File: src/rtl/siudp_proto_pkg.sv
// UDP request protocol package with header layout, limits, addressing and opcodes
package siudp_proto_pkg;

    typedef logic [31:0] ip_addr_t;
    typedef logic [15:0] udp_port_t;
    typedef logic [15:0] udp_len_t;
    typedef logic [31:0] req_size_t;

    // First byte of every request
    typedef enum logic [7:0] {
        OP_READ  = 8'h01,
        OP_WRITE = 8'h02
    } siudp_op_e;

    // Opcode, then size and address, both MSB first
    localparam int HDR_BYTES = 9;

    // Read replies are split into packets of this size
    localparam int MAX_PAYLOAD = 16;

    // Write reply carries the byte count only
    localparam int CONFIRM_BYTES = 4;

    localparam ip_addr_t LOCAL_IP = {8'd192, 8'd168, 8'd1, 8'd128};
    localparam udp_port_t LOCAL_PORT = 16'd1234;

endpackage

File: src/rtl/siudp_bus_pkg.sv
// Register bus package with address and data widths and their types
package siudp_bus_pkg;

    localparam int BUS_ADDR_W = 32;
    localparam int BUS_DATA_W = 8;

    typedef logic [BUS_ADDR_W-1:0] bus_addr_t;
    typedef logic [BUS_DATA_W-1:0] bus_data_t;

endpackage

File: src/rtl/siudp_ifs.sv
// Request handler interfaces for the decoded command and the byte streams
`timescale 1ns/1ns

interface siudp_cmd_if;
    logic                       valid;
    siudp_proto_pkg::siudp_op_e op;
    siudp_bus_pkg::bus_addr_t   addr;
    siudp_proto_pkg::req_size_t size;
    siudp_proto_pkg::ip_addr_t  peer_ip;
    siudp_proto_pkg::udp_port_t peer_port;
    // Pulses on the final reply byte
    logic                       done;

    modport parser (
        output valid, op, addr, size, peer_ip, peer_port,
        input  done
    );

    modport engine (
        input valid, op, addr, size
    );

    modport framer (
        input  valid, op, addr, size, peer_ip, peer_port,
        output done
    );
endinterface

interface siudp_byte_if;
    logic                     valid;
    siudp_bus_pkg::bus_data_t data;
    logic                     ready;
    logic                     last;

    modport src (
        output valid, data, last,
        input  ready
    );

    modport snk (
        input  valid, data, last,
        output ready
    );
endinterface

File: src/rtl/siudp_cmd_parser.sv
// Request parser that filters UDP payload, decodes the header and forwards write data
`timescale 1ns/1ns

module siudp_cmd_parser (
    input  logic                       clk_125mhz,
    input  logic                       rst_125mhz,
    input  siudp_proto_pkg::ip_addr_t  rx_dest_ip,
    input  siudp_proto_pkg::udp_port_t rx_dest_port,
    input  siudp_proto_pkg::ip_addr_t  rx_src_ip,
    input  siudp_proto_pkg::udp_port_t rx_src_port,
    input  siudp_bus_pkg::bus_data_t   rx_payload_data,
    input  logic                       rx_payload_valid,
    output logic                       rx_payload_ready,
    input  logic                       rx_payload_last,
    siudp_cmd_if.parser                cmd,
    siudp_byte_if.src                  wr
);

    typedef enum logic [1:0] {
        ST_HDR,
        ST_WDATA,
        ST_DROP,
        ST_WAIT_DONE
    } state_e;

    state_e     state;
    logic [3:0] hdr_cnt;
    logic       match;
    logic       beat;
    logic       hdr_end;

    assign match = (rx_dest_ip == siudp_proto_pkg::LOCAL_IP) &&
                   (rx_dest_port == siudp_proto_pkg::LOCAL_PORT);
    assign beat = rx_payload_valid && rx_payload_ready;
    assign hdr_end = (hdr_cnt == 4'(siudp_proto_pkg::HDR_BYTES - 1));

    // Write data goes straight through, throttled by the bus engine
    assign wr.valid = (state == ST_WDATA) && rx_payload_valid;
    assign wr.data = rx_payload_data;
    assign wr.last = rx_payload_last;

    always_comb begin
        case (state)
            ST_WDATA:     rx_payload_ready = wr.ready;
            ST_WAIT_DONE: rx_payload_ready = 1'b0;
            default:      rx_payload_ready = 1'b1;
        endcase
    end

    always_ff @(posedge clk_125mhz) begin
        if (rst_125mhz) begin
            state <= ST_HDR;
            hdr_cnt <= '0;
            cmd.valid <= 1'b0;
        end else begin
            if (cmd.done) begin
                cmd.valid <= 1'b0;
            end
            case (state)
                ST_HDR: begin
                    if (beat) begin
                        if (!match) begin
                            hdr_cnt <= '0;
                            if (!rx_payload_last) begin
                                state <= ST_DROP;
                            end
                        end else if (hdr_end) begin
                            hdr_cnt <= '0;
                            if (cmd.op == siudp_proto_pkg::OP_WRITE) begin
                                cmd.valid <= 1'b1;
                                state <= ST_WDATA;
                            end else if (cmd.op == siudp_proto_pkg::OP_READ) begin
                                cmd.valid <= 1'b1;
                                state <= rx_payload_last ? ST_WAIT_DONE : ST_DROP;
                            end else if (!rx_payload_last) begin
                                state <= ST_DROP;
                            end
                        end else if (rx_payload_last) begin
                            // Short frame gives no command
                            hdr_cnt <= '0;
                        end else begin
                            hdr_cnt <= hdr_cnt + 4'd1;
                        end
                    end
                end
                ST_WDATA: begin
                    if (beat && rx_payload_last) begin
                        state <= ST_WAIT_DONE;
                    end
                end
                ST_DROP: begin
                    // A read may still be replying while trailing bytes drain
                    if (beat && rx_payload_last) begin
                        state <= (cmd.valid && !cmd.done) ? ST_WAIT_DONE : ST_HDR;
                    end
                end
                default: begin
                    if (cmd.done) begin
                        state <= ST_HDR;
                    end
                end
            endcase
        end
    end

    // Header fields shift in MSB first
    always_ff @(posedge clk_125mhz) begin
        if (state == ST_HDR && beat && match) begin
            if (hdr_cnt == 4'd0) begin
                cmd.op <= siudp_proto_pkg::siudp_op_e'(rx_payload_data);
            end else if (hdr_cnt < 4'd5) begin
                cmd.size <= {cmd.size[23:0], rx_payload_data};
            end else begin
                cmd.addr <= {cmd.addr[23:0], rx_payload_data};
            end
            if (hdr_end) begin
                cmd.peer_ip <= rx_src_ip;
                cmd.peer_port <= rx_src_port;
            end
        end
    end

endmodule

File: src/rtl/siudp_bus_engine.sv
// Bus engine running Wishbone classic byte cycles for read and write requests
`timescale 1ns/1ns

module siudp_bus_engine (
    input  logic                       clk_125mhz,
    input  logic                       rst_125mhz,
    siudp_cmd_if.engine                cmd,
    siudp_byte_if.snk                  wr,
    siudp_byte_if.src                  rd,
    output logic                       wr_done,
    output siudp_proto_pkg::req_size_t wr_count,
    output logic                       wb_cyc,
    output logic                       wb_stb,
    output logic                       wb_we,
    output siudp_bus_pkg::bus_addr_t   wb_adr,
    output siudp_bus_pkg::bus_data_t   wb_dat_w,
    input  siudp_bus_pkg::bus_data_t   wb_dat_r,
    input  logic                       wb_ack
);

    typedef enum logic [2:0] {
        ST_IDLE,
        ST_RUN,
        ST_BUS,
        ST_HOLD,
        ST_FINISH
    } state_e;

    state_e                     state;
    siudp_proto_pkg::req_size_t cnt;

    assign wb_cyc = (state == ST_BUS);
    assign wb_stb = (state == ST_BUS);

    // Write byte is consumed together with its ack
    assign wr.ready = (state == ST_BUS) && wb_we && wb_ack;
    assign rd.valid = (state == ST_HOLD);
    assign wr_count = cnt;

    always_ff @(posedge clk_125mhz) begin
        if (rst_125mhz) begin
            state <= ST_IDLE;
            wb_we <= 1'b0;
            wr_done <= 1'b0;
        end else begin
            wr_done <= 1'b0;
            case (state)
                ST_IDLE: begin
                    if (cmd.valid) begin
                        wb_we <= (cmd.op == siudp_proto_pkg::OP_WRITE);
                        state <= ST_RUN;
                    end
                end
                ST_RUN: begin
                    if (!wb_we || wr.valid) begin
                        state <= ST_BUS;
                    end
                end
                ST_BUS: begin
                    if (wb_ack) begin
                        if (!wb_we) begin
                            state <= ST_HOLD;
                        end else if (wr.last) begin
                            wr_done <= 1'b1;
                            state <= ST_FINISH;
                        end else begin
                            state <= ST_RUN;
                        end
                    end
                end
                ST_HOLD: begin
                    // Next read waits until the framer takes this byte
                    if (rd.ready) begin
                        state <= rd.last ? ST_FINISH : ST_RUN;
                    end
                end
                ST_FINISH: begin
                    if (!cmd.valid) begin
                        state <= ST_IDLE;
                    end
                end
                default: state <= ST_IDLE;
            endcase
        end
    end

    always_ff @(posedge clk_125mhz) begin
        if (state == ST_IDLE && cmd.valid) begin
            wb_adr <= cmd.addr;
            cnt <= '0;
        end
        if (state == ST_RUN) begin
            wb_dat_w <= wr.data;
        end
        if (state == ST_BUS && wb_ack) begin
            wb_adr <= wb_adr + 1'b1;
            cnt <= cnt + 1'b1;
            rd.data <= wb_dat_r;
            rd.last <= (cnt + 1'b1 == cmd.size);
        end
    end

endmodule

File: src/rtl/siudp_reply_framer.sv
// Reply framer that packs read data or the write count into UDP reply packets
`timescale 1ns/1ns

module siudp_reply_framer (
    input  logic                       clk_125mhz,
    input  logic                       rst_125mhz,
    siudp_cmd_if.framer                cmd,
    siudp_byte_if.snk                  rd,
    input  logic                       wr_done,
    input  siudp_proto_pkg::req_size_t wr_count,
    output logic                       tx_hdr_valid,
    input  logic                       tx_hdr_ready,
    output siudp_proto_pkg::ip_addr_t  tx_dest_ip,
    output siudp_proto_pkg::udp_port_t tx_dest_port,
    output siudp_proto_pkg::udp_port_t tx_src_port,
    output siudp_proto_pkg::udp_len_t  tx_length,
    output siudp_bus_pkg::bus_data_t   tx_payload_data,
    output logic                       tx_payload_valid,
    input  logic                       tx_payload_ready,
    output logic                       tx_payload_last
);

    typedef enum logic [1:0] {
        ST_IDLE,
        ST_HDR,
        ST_DATA
    } state_e;

    state_e                     state;
    siudp_proto_pkg::req_size_t remain;
    siudp_proto_pkg::udp_len_t  pkt_cnt;
    siudp_bus_pkg::bus_data_t   confirm_byte;
    logic                       is_rd;
    logic                       beat;
    logic                       final_beat;

    // Packet length is capped at the largest payload
    function automatic siudp_proto_pkg::udp_len_t pkt_len(
        input siudp_proto_pkg::req_size_t n
    );
        if (n > siudp_proto_pkg::MAX_PAYLOAD) begin
            return 16'(siudp_proto_pkg::MAX_PAYLOAD);
        end
        return n[15:0];
    endfunction

    assign is_rd = (cmd.op == siudp_proto_pkg::OP_READ);

    // Reply goes back to the requester
    assign tx_hdr_valid = (state == ST_HDR);
    assign tx_dest_ip = cmd.peer_ip;
    assign tx_dest_port = cmd.peer_port;
    assign tx_src_port = siudp_proto_pkg::LOCAL_PORT;

    always_comb begin
        case (pkt_cnt[1:0])
            2'd0:    confirm_byte = wr_count[31:24];
            2'd1:    confirm_byte = wr_count[23:16];
            2'd2:    confirm_byte = wr_count[15:8];
            default: confirm_byte = wr_count[7:0];
        endcase
    end

    assign tx_payload_valid = (state == ST_DATA) && (is_rd ? rd.valid : 1'b1);
    assign tx_payload_data = is_rd ? rd.data : confirm_byte;
    assign tx_payload_last = (pkt_cnt == tx_length - 1'b1);
    assign rd.ready = (state == ST_DATA) && is_rd && tx_payload_ready;

    assign beat = tx_payload_valid && tx_payload_ready;
    assign final_beat = is_rd ? rd.last : tx_payload_last;
    assign cmd.done = beat && final_beat;

    always_ff @(posedge clk_125mhz) begin
        if (rst_125mhz) begin
            state <= ST_IDLE;
        end else begin
            case (state)
                ST_IDLE: begin
                    if (wr_done || (cmd.valid && is_rd)) begin
                        state <= ST_HDR;
                    end
                end
                ST_HDR: begin
                    if (tx_hdr_ready) begin
                        state <= ST_DATA;
                    end
                end
                default: begin
                    if (beat && final_beat) begin
                        state <= ST_IDLE;
                    end else if (beat && tx_payload_last) begin
                        state <= ST_HDR;
                    end
                end
            endcase
        end
    end

    always_ff @(posedge clk_125mhz) begin
        case (state)
            ST_IDLE: begin
                remain <= cmd.size;
                tx_length <= is_rd ? pkt_len(cmd.size) :
                             16'(siudp_proto_pkg::CONFIRM_BYTES);
            end
            ST_HDR: begin
                pkt_cnt <= '0;
            end
            default: begin
                if (beat) begin
                    pkt_cnt <= pkt_cnt + 1'b1;
                    remain <= remain - 1'b1;
                    // Length of the following read packet
                    if (tx_payload_last) begin
                        tx_length <= pkt_len(remain - 1'b1);
                    end
                end
            end
        endcase
    end

endmodule

File: src/rtl/siudp_top.sv
// UDP register access top level connecting parser, bus engine and reply framer
`timescale 1ns/1ns

module siudp_top (
    input  logic                       clk_125mhz,
    input  logic                       rst_125mhz,
    input  siudp_proto_pkg::ip_addr_t  rx_dest_ip,
    input  siudp_proto_pkg::udp_port_t rx_dest_port,
    input  siudp_proto_pkg::ip_addr_t  rx_src_ip,
    input  siudp_proto_pkg::udp_port_t rx_src_port,
    input  siudp_bus_pkg::bus_data_t   rx_payload_data,
    input  logic                       rx_payload_valid,
    output logic                       rx_payload_ready,
    input  logic                       rx_payload_last,
    output logic                       tx_hdr_valid,
    input  logic                       tx_hdr_ready,
    output siudp_proto_pkg::ip_addr_t  tx_dest_ip,
    output siudp_proto_pkg::udp_port_t tx_dest_port,
    output siudp_proto_pkg::udp_port_t tx_src_port,
    output siudp_proto_pkg::udp_len_t  tx_length,
    output siudp_bus_pkg::bus_data_t   tx_payload_data,
    output logic                       tx_payload_valid,
    input  logic                       tx_payload_ready,
    output logic                       tx_payload_last,
    output logic                       wb_cyc,
    output logic                       wb_stb,
    output logic                       wb_we,
    output siudp_bus_pkg::bus_addr_t   wb_adr,
    output siudp_bus_pkg::bus_data_t   wb_dat_w,
    input  siudp_bus_pkg::bus_data_t   wb_dat_r,
    input  logic                       wb_ack
);

    siudp_proto_pkg::req_size_t wr_count;
    logic                       wr_done;

    siudp_cmd_if  cmd ();
    siudp_byte_if wr_stream ();
    siudp_byte_if rd_stream ();

    siudp_cmd_parser u_parser (
        .clk_125mhz       (clk_125mhz),
        .rst_125mhz       (rst_125mhz),
        .rx_dest_ip       (rx_dest_ip),
        .rx_dest_port     (rx_dest_port),
        .rx_src_ip        (rx_src_ip),
        .rx_src_port      (rx_src_port),
        .rx_payload_data  (rx_payload_data),
        .rx_payload_valid (rx_payload_valid),
        .rx_payload_ready (rx_payload_ready),
        .rx_payload_last  (rx_payload_last),
        .cmd              (cmd.parser),
        .wr               (wr_stream.src)
    );

    siudp_bus_engine u_engine (
        .clk_125mhz (clk_125mhz),
        .rst_125mhz (rst_125mhz),
        .cmd        (cmd.engine),
        .wr         (wr_stream.snk),
        .rd         (rd_stream.src),
        .wr_done    (wr_done),
        .wr_count   (wr_count),
        .wb_cyc     (wb_cyc),
        .wb_stb     (wb_stb),
        .wb_we      (wb_we),
        .wb_adr     (wb_adr),
        .wb_dat_w   (wb_dat_w),
        .wb_dat_r   (wb_dat_r),
        .wb_ack     (wb_ack)
    );

    siudp_reply_framer u_framer (
        .clk_125mhz       (clk_125mhz),
        .rst_125mhz       (rst_125mhz),
        .cmd              (cmd.framer),
        .rd               (rd_stream.snk),
        .wr_done          (wr_done),
        .wr_count         (wr_count),
        .tx_hdr_valid     (tx_hdr_valid),
        .tx_hdr_ready     (tx_hdr_ready),
        .tx_dest_ip       (tx_dest_ip),
        .tx_dest_port     (tx_dest_port),
        .tx_src_port      (tx_src_port),
        .tx_length        (tx_length),
        .tx_payload_data  (tx_payload_data),
        .tx_payload_valid (tx_payload_valid),
        .tx_payload_ready (tx_payload_ready),
        .tx_payload_last  (tx_payload_last)
    );

endmodule

File: config.mk
export PLATFORM = sky130hd
export DESIGN_NAME = siudp_top
export DESIGN_NICKNAME = d
export VERILOG_FILES = /design/src/rtl/siudp_proto_pkg.sv /design/src/rtl/siudp_bus_pkg.sv /design/src/rtl/siudp_ifs.sv /design/src/rtl/siudp_cmd_parser.sv /design/src/rtl/siudp_bus_engine.sv /design/src/rtl/siudp_reply_framer.sv /design/src/rtl/siudp_top.sv
export SDC_FILE = /design/constraint.sdc
export NUM_CORES = 1
export LEC_CHECK = 0
export ABC_AREA = 1
export BUFFER_PORTS_ARGS = -buffer_cell sky130_fd_sc_hd__buf_2
export CORE_UTILIZATION = 51
export DETAILED_ROUTE_END_ITERATION = 12
export PLACE_DENSITY = 0.76
export REMOVE_ABC_BUFFERS = 1
export SLEW_MARGIN = 15
export SYNTH_ARGS = -nofsm -noshare
export SYNTH_HDL_FRONTEND = slang
export SYNTH_SLANG_ARGS = --single-unit
export TNS_END_PERCENT = 20
File: constraint.sdc
create_clock -name clk_125mhz -period 7.49 [get_ports clk_125mhz]
set_input_delay 1.1235 -clock clk_125mhz [delete_from_list [all_inputs] [get_ports clk_125mhz]]
set_output_delay 1.1235 -clock clk_125mhz [all_outputs]
set_load 0.02 [all_outputs]
==> tab_implementation.tex, run 1 <==
\begin{tabular}{lr}
\hline
Metric & Value \\
\hline
\multicolumn{2}{l}{\textbf{Outcome}} \\
\quad Result of the run & complete, no violations \\
\multicolumn{2}{l}{\textbf{STA}} \\
\quad Post-layout minimum cycle time & 3940 ps \\
\quad Number of failing hold endpoints at the final stage & 0 \\
\quad Setup tns final & 0 ps \\
\quad Worst Tran Pin Value & 1150 ps \\
\quad Count of endpoints failing setup in the final report & 0 \\
\quad Final Hold Slack & 449 ps \\
\quad Post-route fraction of the period consumed by the critical path & 52.6\% \\
\quad FMAX & between 200 and 300 MHz \\
\quad Fin worst setup slack & 3550 ps \\
\quad Setup repair after global routing missed its margin & no \\
\quad Worst Skew & 22.2 ps \\
\quad Worst-case headroom to the max-slew limit & 22.8\% \\
\quad Number of pins exceeding their max-slew limit in the final report & 0 \\
\multicolumn{2}{l}{\textbf{Die}} \\
\quad Starting density of the core & 51.8\% \\
\quad DIE AREA & 29,800 um\^{}2 \\
\quad Height of the chip & 173 um \\
\quad CORE AREA & between 20,000 and 30,000 um\^{}2 \\
\quad Die Wd & 173 um \\
\quad Standard-cell rows & 62 \\
\quad Ports placed on the boundary & 254 \\
\multicolumn{2}{l}{\textbf{GRT}} \\
\quad Layer carrying the most global-route usage & met2 \\
\quad Met2 Use GR & 42.3\% \\
\quad Total congestion overflow & 0 \\
\quad Vias in the first global route & 12,000 \\
\quad Global-route wire length before repair & 60,300 um \\
\quad Global Route met3 Usage & 5.06\% \\
\quad Global-route usage over all layers & 25.2\% \\
\quad Antenna violations before repair & 0 \\
\quad Global-route track usage on met1 & 32.7\% \\
\quad Largest net degree at the start of global routing & 65 \\
\multicolumn{2}{l}{\textbf{Placed design}} \\
\quad Placed instance area & roughly 16,000 um\^{}2 \\
\quad RD Place Congestion & 0.938 \\
\quad Estimated wirelength of the detail-placed design & $\sim$28,000 um \\
\quad Post-Place Setup Slack & 4060 ps \\
\quad Post-placement cell count & 2,260 \\
\quad Port buffer count & 237 \\
\multicolumn{2}{l}{\textbf{Clock tree}} \\
\quad Buffers from clock root to sink, at most & 3 \\
\quad Clock transition at the registers of the reported paths & 60 ps \\
\quad CTS Hold Buffers Added & 0 \\
\quad Buffers inserted during post-CTS setup optimization & 0 \\
\quad Cts repair resizes & 0 \\
\quad TritonCTS Sinks & $\sim$280 \\
\quad \# H-tree levels & 1 \\
\quad Clock tree from TritonCTS & done \\
\quad Clock root buffer master & clkbuf\_16 \\
\quad Number of buffers created by CTS & 30 \\
\quad Source-to-sink clock delay at the later pin of the worst-skew pair & 570 ps \\
\multicolumn{2}{l}{\textbf{Routing}} \\
\quad First-iteration detailed-routing DRC count & 1,026 \\
\quad Number of detailed-routing iterations run before antenna repair & 5 \\
\quad Wire length reported by the detailed router & roughly 38,000 um \\
\quad Drt wl/cell & roughly 16 um \\
\quad Via count & 12,200 \\
\quad Number of routed nets with antenna violations & 0 \\
\quad DR vias/cell & 5.26 \\
\quad DR DRC count & 0 \\
\multicolumn{2}{l}{\textbf{Cells and area}} \\
\quad Number of nets in the layout & 2,038 \\
\quad Ant. Diodes & 0 \\
\quad Fraction of layout instances using a drive strength above 1 & 17.6\% \\
\quad Share of the core filled with cells & 60.9\% \\
\quad Area delta synth->final & 17.6\% \\
\quad Final Cell Area & approximately 17,000 um\^{}2 \\
\quad Final cell count without fillers & 2,314 \\
\multicolumn{2}{l}{\textbf{Worst hold path}} \\
\quad Hold path startpoint & u\_parser.cmd.addr[21] \\
\quad End of the worst hold path & u\_parser.cmd.addr[29] \\
\quad Hold/Removal Path Class & reg2reg \\
\quad Hold Path Stages & 0 \\
\multicolumn{2}{l}{\textbf{Synth}} \\
\quad Share of synthesized flip-flops with an asynchronous set or reset & 0\% \\
\quad Cell taking the most area after synthesis & edfxtp\_1 \\
\quad Summed instance area of the synthesized netlist & 14,900 um\^{}2 \\
\quad Mean instance size in the synthesized netlist & about 9 um\^{}2 \\
\quad Post-synth EDFFs & 265 \\
\quad Cell types occupying the most area after synthesis & edfxtp\_1 (54\%), nand2\_1 (11\%), nor2\_1 (5.7\%), inv\_1 (4.6\%), xor2\_1 (4.0\%) \\
\quad Most common cell in the netlist & nand2\_1 \\
\quad Number of synthesized register bits & 279 \\
\quad Portion of synthesized cell area occupied by the leading cell type & between 50\% and 60\% \\
\quad Netlist cell types & 45 \\
\quad Sequential share of the synthesized area & roughly 55\% \\
\quad Ys flop type & edfxtp\_1 \\
\quad Number of cells produced by synthesis & 1,653 \\
\quad Synth Warn \# & 0 \\
\quad Commonest cells in the netlist & nand2\_1 (423), edfxtp\_1 (265), nor2\_1 (226) \\
\multicolumn{2}{l}{\textbf{Worst setup path}} \\
\quad Crit-path cells & nor4\_1 > and2\_1 > inv\_1 > nor2\_1 > a21oi\_1 > buf\_2 \\
\quad Beginning of the worst register-to-register path & u\_framer.tx\_length[0] \\
\quad Delay of the slowest cell on the worst path & $\sim$640 ps \\
\quad Maximum fanout along the worst path & 17 \\
\quad Critical path buffer and inverter count & 2 \\
\quad Terminus of the critical flop-to-flop path & u\_framer.tx\_length[8] \\
\quad Nature of the critical path startpoint & flip-flop \\
\quad Worst Setup Path Type & reg2out \\
\quad Required time at the worst-slack endpoint & 6370 ps \\
\quad Data arrival, critical path & 2820 ps \\
\quad Worst Reg-to-Reg Cells & 14 \\
\quad Cell class contributing the biggest share of worst-path delay & simple AND/OR/NAND/NOR gates \\
\quad CP max stage cell & and2\_1 \\
\quad Reg-to-reg setup timing slack & 4450 ps \\
\quad Kind of end point of the critical path & output port \\
\multicolumn{2}{l}{\textbf{Pwr}} \\
\quad Post-layout total power & 3.83 mW \\
\quad Max VDD drop & 0.244 mV \\
\quad Pwr per Cell Area & 219 nW/um\^{}2 \\
\quad Reported leakage power & 7.40 nW \\
\multicolumn{2}{l}{\textbf{Flow run}} \\
\quad Number of max-cap violations & 0 \\
\hline
\end{tabular}
[where the power goes]
group,switching [mW],internal (mW),total [mW]
Sequential,0.0773,1.79,1.87
Combinational,0.300,0.136,0.437
Clock,0.616,0.906,1.52
Total,0.994,2.84,3.83
[worst register-to-register path, stage by stage, from the launching register on]
cell	delay, ps
edfxtp_1	410
inv_1	150
ha_1	260
nand2_1	170
nor2_4	200
nand2_1	90
nand3_1	110
nand2_1	60
nor2_1	140
nand3_1	100
nor2_2	180
nand2_1	90
nand2_2	80
inv_2	50
nor2_2	580
[final cells by class]
cell class,count,area [um^2]
well taps,384,480
fillers,2451,11200
flip-flops and latches,279,8240
multi-input cells,1162,5780
inverters,190,713
repair buffers,245,1250
clock inverters,19,243
clock buffers,35,769
[cells in the final DEF, fill, tap and decap left out, types with 30 or more instances in the layout]
cell type / Yosys / final
o21ai_0: 68 / 68
nand2_1: 423 / 422
clkbuf_16: 0 / 30
nand4_1: 44 / 44
buf_2: 1 / 237
nand3_1: 96 / 96
a21oi_1: 48 / 48
xor2_1: 68 / 68
inv_1: 183 / 183
edfxtp_1: 265 / 265
xnor2_1: 30 / 30
nor3_1: 36 / 35
nor2_1: 226 / 221
[flip-flops by register name (all words and copies together) (netlist names), 4 cells and up]
signal and flops:
u_engine.wb_adr 32, u_framer.remain 32, u_framer.tx_length 16, u_engine.rd.data 8, u_parser.cmd.op 8, u_parser.cmd.size 32, u_parser.cmd.peer_ip 32, u_parser.cmd.addr 32
u_parser.hdr_cnt 4, u_engine.wr_count 32, u_framer.pkt_cnt 16, u_engine.wb_dat_w 8, u_parser.cmd.peer_port 16
[per-layer routing]
layer | share of wire [%] | up-vias | routed length, um
li1 | - | 5962 | -
met1 | 42 | 5657 | 15800
met2 | 48 | 471 | 18100
met3 | 7.2 | 80 | 2740
met4 | 3.1 | 0 | 1180
met5 | 0 | - | 0
[worst max path at each step]
stage                             startpoint                 endpoint  slack [ps]  cells after the start
after floorplan             rx_dest_port[15]  u_parser.cmd.peer_ip[0]         370                      7
after global placement      rx_dest_port[15]       u_parser.cmd.op[0]        4140                      8
after detailed placement    rx_dest_port[13]       u_parser.cmd.op[0]        4060                      8
after CTS                 u_parser.cmd.op[5]       tx_payload_data[5]        3560                      6
after global routing      u_parser.cmd.op[5]       tx_payload_data[5]        3360                      6
final                     u_parser.cmd.op[5]       tx_payload_data[2]        3550                      6
[kinds of logic after synthesis]
group / share of synthesized area, %
flip-flops: 55.4
AO/OA/AOI/OAI: 4.56
buffers and inverters: 6.48
other: 0.0505
AND/OR/NAND/NOR: 26.8
XOR/XNOR: 5.78
adder cells (fa/ha/maj): 0.926
No activity file was read; power rests on OpenSTA's default activity.
==> run 2: changes to the inputs <==
==> constraint.sdc (replaced) <==
create_clock -name clk_125mhz -period 3.21 [get_ports clk_125mhz]
set_input_delay 0.4815 -clock clk_125mhz [delete_from_list [all_inputs] [get_ports clk_125mhz]]
set_output_delay 0.4815 -clock clk_125mhz [all_outputs]
set_load 0.02 [all_outputs]
==> tab_implementation.tex, run 2 (synthesized netlist as in run 1, its figures left out) <==
\begin{tabular}{lr}
\hline
Metric & Value \\
\hline
\multicolumn{2}{l}{\textbf{STA}} \\
\quad Setup repair after global routing missed its margin & no \\
\quad Post-layout minimum cycle time & a little over 3000 ps \\
\quad FMAX & 327 MHz \\
\quad Worst Tran Pin Value & 775 ps \\
\quad Final Hold Slack & 64.7 ps \\
\quad Number of failing hold endpoints at the final stage & 0 \\
\quad Post-route fraction of the period consumed by the critical path & between 90\% and 100\% \\
\quad Worst Skew & between 40 and 50 ps \\
\quad Number of pins exceeding their max-slew limit in the final report & 0 \\
\quad Count of endpoints failing setup in the final report & 0 \\
\quad Worst-case headroom to the max-slew limit & 48.2\% \\
\multicolumn{2}{l}{\textbf{Die}} \\
\quad DIE AREA & 29,800 um\^{}2 \\
\quad Standard-cell rows & 62 \\
\quad Height of the chip & 173 um \\
\quad Ports placed on the boundary & 254 \\
\quad CORE AREA & 28,700 um\^{}2 \\
\quad Die Wd & $\sim$170 um \\
\quad Starting density of the core & 51.8\% \\
\multicolumn{2}{l}{\textbf{Placed design}} \\
\quad RD Place Congestion & 0.969 \\
\quad Estimated wirelength of the detail-placed design & around 30,000 um \\
\quad Port buffer count & 237 \\
\quad Placed instance area & 16,500 um\^{}2 \\
\multicolumn{2}{l}{\textbf{Routing}} \\
\quad First-iteration detailed-routing DRC count & about 980 \\
\quad Number of detailed-routing iterations run before antenna repair & 5 \\
\quad Number of routed nets with antenna violations & 0 \\
\quad DR vias/cell & 5.33 \\
\quad Wire length reported by the detailed router & approximately 39,000 um \\
\quad Drt wl/cell & approximately 17 um \\
\quad Via count & approximately 12,000 \\
\quad DR DRC count & 0 \\
\multicolumn{2}{l}{\textbf{Cells and area}} \\
\quad Number of nets in the layout & 2,056 \\
\quad Area delta synth->final & 18.8\% \\
\quad Most frequent cells in the layout & nand2\_1 (422), edfxtp\_1 (265), buf\_2 (237), nor2\_1 (220), inv\_1 (182) \\
\quad Leading cell type in the layout, fill and taps excluded & nand2\_1 \\
\quad Final-layout fill cell count & between 2,000 and 2,500 \\
\quad Final Cell Area & 17,700 um\^{}2 \\
\quad Fraction of layout instances using a drive strength above 1 & 19.0\% \\
\quad Ant. Diodes & 0 \\
\multicolumn{2}{l}{\textbf{GRT}} \\
\quad Largest net degree at the start of global routing & 50 \\
\quad Global-route wire length before repair & $\sim$62,000 um \\
\quad Total congestion overflow & 0 \\
\quad Global-route usage over all layers & 26.1\% \\
\quad Antenna violations before repair & 1 \\
\quad Vias in the first global route & about 12,000 \\
\multicolumn{2}{l}{\textbf{Worst setup path}} \\
\quad Worst Setup Path Type & reg2out \\
\quad Maximum fanout along the worst path & 4 \\
\quad Required time at the worst-slack endpoint & 2730 ps \\
\quad Nature of the critical path startpoint & flip-flop \\
\quad Data arrival, critical path & 2580 ps \\
\quad Kind of end point of the critical path & output port \\
\multicolumn{2}{l}{\textbf{Clock tree}} \\
\quad Number of buffers created by CTS & 30 \\
\quad Source-to-sink clock delay at the later pin of the worst-skew pair & $\sim$600 ps \\
\quad TritonCTS Sinks & 279 \\
\quad Clock tree from TritonCTS & done \\
\quad Clock transition at the registers of the reported paths & $\sim$60 ps \\
\quad Buffers from clock root to sink, at most & 3 \\
\quad Clock root buffer master & clkbuf\_16 \\
\quad \# H-tree levels & 1 \\
\multicolumn{2}{l}{\textbf{Outcome}} \\
\quad Result of the run & complete, no violations \\
\multicolumn{2}{l}{\textbf{Pwr}} \\
\quad Reported leakage power & 7.51 nW \\
\quad Pwr per Cell Area & roughly 510 nW/um\^{}2 \\
\quad Max VDD drop & between 0.5 and 0.6 mV \\
\quad Post-layout total power & 9.00 mW \\
\multicolumn{2}{l}{\textbf{Flow run}} \\
\quad Number of max-cap violations & 0 \\
\multicolumn{2}{l}{\textbf{Worst hold path}} \\
\quad Hold/Removal Path Class & in2reg \\
\hline
\end{tabular}
## run 2: layer usage
| layer | GRT usage (%) | wire, um |
|---|---|---|
| met5 | 0 | 0 |
| met4 | 9.44 | 1410 |
| met3 | 4.18 | 2620 |
| met2 | 44.2 | 19000 |
| met1 | 33.9 | 16300 |
## run 2: timing repair
item / 4_1_cts / 5_1_grt
hold buffers: 0 / 0
endpoints found under the setup margin: 7 / 1
endpoints found under the hold margin: 0 / 0
buffers inserted: 0 / 8
resized for setup: 3 / 4
pin swaps: 0 / 2
## run 2: final cells by class
class	instances	area, um^2	area share, %
timing repair buffer	263	1410	7.96
multi-input combinational	1162	5790	32.8
inverter	190	713	4.04
clock inverter	22	273	1.54
clock buffer	32	758	4.29
tap	384	480	2.72
sequential	279	8240	46.7
## run 2: power by group
part | internal, mW | switching (mW) | leakage, nW | total (mW)
Sequential | 4.18 | 0.180 | 2.55 | 4.36
Clock | 2.06 | 1.53 | 0.497 | 3.59
Combinational | 0.340 | 0.709 | 4.47 | 1.05
Total | 6.59 | 2.42 | 7.51 | 9.00
## run 2: final timing paths
kind | start | end | slack [ps] | depth (start not counted)
min | rx_src_ip[29] | u_parser.cmd.peer_ip[29] | 60 | 1
max | u_framer.tx_length[0] | tx_payload_last | 150 | 12
min reg2reg | u_parser.cmd.size[21] | u_parser.cmd.size[29] | 450 | 0
max reg2reg | u_framer.tx_length[0] | u_framer.tx_length[1] | 410 | 17
## run 2: per-stage QoR
stage	utilization (%)	cells	worst slack [ps]	TNS, ps
global placement	57.7	2270	314	0
floorplan	-	1631	-3260	-172640
detailed placement	57.7	2270	350	0
CTS	61.3	2324	28.7	0
finish	61.5	2332	151	0
global route	61.5	2332	18.1	0
## run 2: critical path: stages (launching register included)
cell,delay (ps)
edfxtp_1,450
inv_2,90
ha_2,320
or2_2,100
nand3_1,70
nor2_1,240
nand2_1,80
nor2_1,130
nand2_1,80
nor2_2,100
inv_1,70
nor2_4,120
buf_2,190
==> run 3: changes to the inputs <==
--- a/config.mk
+++ b/config.mk
@@ -7,9 +7,9 @@
 export LEC_CHECK = 0
 export ABC_AREA = 1
 export BUFFER_PORTS_ARGS = -buffer_cell sky130_fd_sc_hd__buf_2
-export CORE_UTILIZATION = 51
+export CORE_UTILIZATION = 57
 export DETAILED_ROUTE_END_ITERATION = 12
-export PLACE_DENSITY = 0.76
+export PLACE_DENSITY = 0.81
 export REMOVE_ABC_BUFFERS = 1
 export SLEW_MARGIN = 15
 export SYNTH_ARGS = -nofsm -noshare
==> constraint.sdc (replaced) <==
create_clock -name clk_125mhz -period 3.2 [get_ports clk_125mhz]
set_input_delay 0.48 -clock clk_125mhz [delete_from_list [all_inputs] [get_ports clk_125mhz]]
set_output_delay 0.48 -clock clk_125mhz [all_outputs]
set_load 0.02 [all_outputs]
==> tab_implementation.tex, run 3 (synthesized netlist as in run 1, its figures left out) <==
\begin{tabular}{lr}
\hline
Metric & Value \\
\hline
\multicolumn{2}{l}{\textbf{Routing}} \\
\quad Drt wl/cell & 17.3 um \\
\quad DR vias/cell & between 5 and 6 \\
\quad First-iteration detailed-routing DRC count & 1,320 \\
\quad DR DRC count & 0 \\
\quad Number of routed nets with antenna violations & 0 \\
\quad Via count & 12,500 \\
\quad Wire length reported by the detailed router & 39,300 um \\
\quad Number of detailed-routing iterations run before antenna repair & 5 \\
\multicolumn{2}{l}{\textbf{Clock tree}} \\
\quad Clock tree from TritonCTS & done \\
\quad \# H-tree levels & 1 \\
\quad Buffers from clock root to sink, at most & 3 \\
\quad Number of buffers created by CTS & 29 \\
\quad Source-to-sink clock delay at the later pin of the worst-skew pair & roughly 570 ps \\
\quad Clock transition at the registers of the reported paths & 60 ps \\
\quad TritonCTS Sinks & between 200 and 300 \\
\quad Clock root buffer master & clkbuf\_16 \\
\multicolumn{2}{l}{\textbf{Worst setup path}} \\
\quad Delay of the slowest cell on the worst path & 430 ps \\
\quad Kind of end point of the critical path & output port \\
\quad CP max stage cell & edfxtp\_1 \\
\quad Crit-path cells & inv\_2 > ha\_2 > or2\_2 > nand3\_1 > nor2\_4 > nand2\_1 > nor2\_1 > nand2\_1 > nor2\_2 > inv\_1 > nor2\_4 > buf\_4 \\
\quad Critical path buffer and inverter count & 3 \\
\quad Required time at the worst-slack endpoint & 2720 ps \\
\quad Reg-to-reg setup timing slack & 510 ps \\
\quad Cell class contributing the biggest share of worst-path delay & simple AND/OR/NAND/NOR gates \\
\quad Data arrival, critical path & 2580 ps \\
\quad Nature of the critical path startpoint & flip-flop \\
\quad Maximum fanout along the worst path & 4 \\
\quad Worst Setup Path Type & reg2out \\
\multicolumn{2}{l}{\textbf{Placed design}} \\
\quad Post-placement cell count & between 2,000 and 2,500 \\
\quad Placed instance area & between 15,000 and 20,000 um\^{}2 \\
\quad Estimated wirelength of the detail-placed design & 29,300 um \\
\quad RD Place Congestion & 0.966 \\
\quad Port buffer count & 237 \\
\multicolumn{2}{l}{\textbf{Die}} \\
\quad CORE AREA & about 25,000 um\^{}2 \\
\quad Ports placed on the boundary & 254 \\
\quad Die Wd & 163 um \\
\quad DIE AREA & 26,700 um\^{}2 \\
\quad Standard-cell rows & 58 \\
\quad Height of the chip & 163 um \\
\quad Starting density of the core & 58.5\% \\
\multicolumn{2}{l}{\textbf{GRT}} \\
\quad Largest net degree at the start of global routing & 50 \\
\quad Total congestion overflow & 0 \\
\quad Global-route wire length before repair & 60,800 um \\
\quad Global-route usage over all layers & about 30\% \\
\quad Antenna violations before repair & 3 \\
\quad Vias in the first global route & 11,800 \\
\multicolumn{2}{l}{\textbf{STA}} \\
\quad FMAX & 327 MHz \\
\quad Number of failing hold endpoints at the final stage & 0 \\
\quad Final Hold Slack & 80.7 ps \\
\quad Worst Tran Pin Value & 745 ps \\
\quad Worst Skew & 21.1 ps \\
\quad Count of endpoints failing setup in the final report & 0 \\
\quad Number of pins exceeding their max-slew limit in the final report & 0 \\
\quad Post-layout minimum cycle time & 3060 ps \\
\quad Worst-case headroom to the max-slew limit & 50.2\% \\
\quad Setup repair after global routing missed its margin & yes \\
\quad Post-route fraction of the period consumed by the critical path & 95.6\% \\
\quad Setup tns final & 0 ps \\
\multicolumn{2}{l}{\textbf{Pwr}} \\
\quad Max VDD drop & 0.530 mV \\
\quad Pwr per Cell Area & 499 nW/um\^{}2 \\
\quad Post-layout total power & 8.69 mW \\
\quad Reported leakage power & about 7.4 nW \\
\multicolumn{2}{l}{\textbf{Outcome}} \\
\quad Result of the run & complete, no violations \\
\multicolumn{2}{l}{\textbf{Cells and area}} \\
\quad Most frequent cells in the layout & nand2\_1 (422), edfxtp\_1 (265), buf\_2 (236), nor2\_1 (220), inv\_1 (182) \\
\quad Fraction of layout instances using a drive strength above 1 & 18.1\% \\
\quad Area delta synth->final & 17.2\% \\
\quad Final cell count without fillers & 2,269 \\
\quad Leading cell type in the layout, fill and taps excluded & nand2\_1 \\
\quad Final Cell Area & 17,400 um\^{}2 \\
\quad Number of nets in the layout & 2,046 \\
\multicolumn{2}{l}{\textbf{Worst hold path}} \\
\quad Hold/Removal Path Class & in2reg \\
\multicolumn{2}{l}{\textbf{Flow run}} \\
\quad Number of max-cap violations & 0 \\
\hline
\end{tabular}
==> run 3: cell count changes in the layout (fill, tap and decap cells not counted), sizes merged <==
cell	delta
buf	-9
bufinv	-2
clkbuf	+2
diode	+1
inv	-1
==> run 3: where the power goes <==
part | total [mW] | switching (mW) | internal [mW] | leakage, nW
registers | 4.38 | 0.184 | 4.20 | 2.55
clock network | 3.26 | 1.43 | 1.83 | 0.436
logic | 1.05 | 0.712 | 0.334 | 4.42
total | 8.69 | 2.33 | 6.36 | 7.40
==> run 3: layer usage <==
layer,global-route usage (%),vias to the layer above,part of all wire (%),wire length [um]
met4,11.6,0,3.5,1390
met2,48.0,638,48,18700
met1,38.2,5788,40,15600
met3,5.99,113,9.3,3650
li1,-,5991,-,-
met5,0,-,0,0
==> run 3: metrics by stage <==
stage               worst slack, ps  utilization, %
floorplan                     -3270               -
global placement                438            64.8
detailed placement              371            64.8
CTS                            5.49            68.4
global route                  -38.9            68.5
finish                          140            68.5
==> run 3: area by class of cell <==
cell class,instances,area (um^2)
antenna,1,2.50
inverter,190,713
fill,2041,7990
clock inverter,19,161
timing repair buffer,254,1340
clock buffer,34,744
multi-input combinational,1162,5790
tap,330,413
sequential,279,8240
==> run 3: final timing paths <==
check | start | to | cells past startpoint
min | rx_src_ip[31] | u_parser.cmd.peer_ip[31] | 1
min reg2reg | u_parser.cmd.size[9] | u_parser.cmd.size[17] | 0
max reg2reg | u_framer.tx_length[0] | u_framer.tx_length[11] | 16
max | u_framer.tx_length[0] | tx_payload_last | 12
==> run 3: what timing repair did <==
| action | 4_1_cts | 5_1_grt |
|---|---|---|
| endpoints found under the setup margin | 1 | 9 |
| pin swaps | 0 | 1 |
| gates resized for setup | 1 | 8 |
| setup buffers | 1 | 0 |
| hold buffers | 0 | 0 |
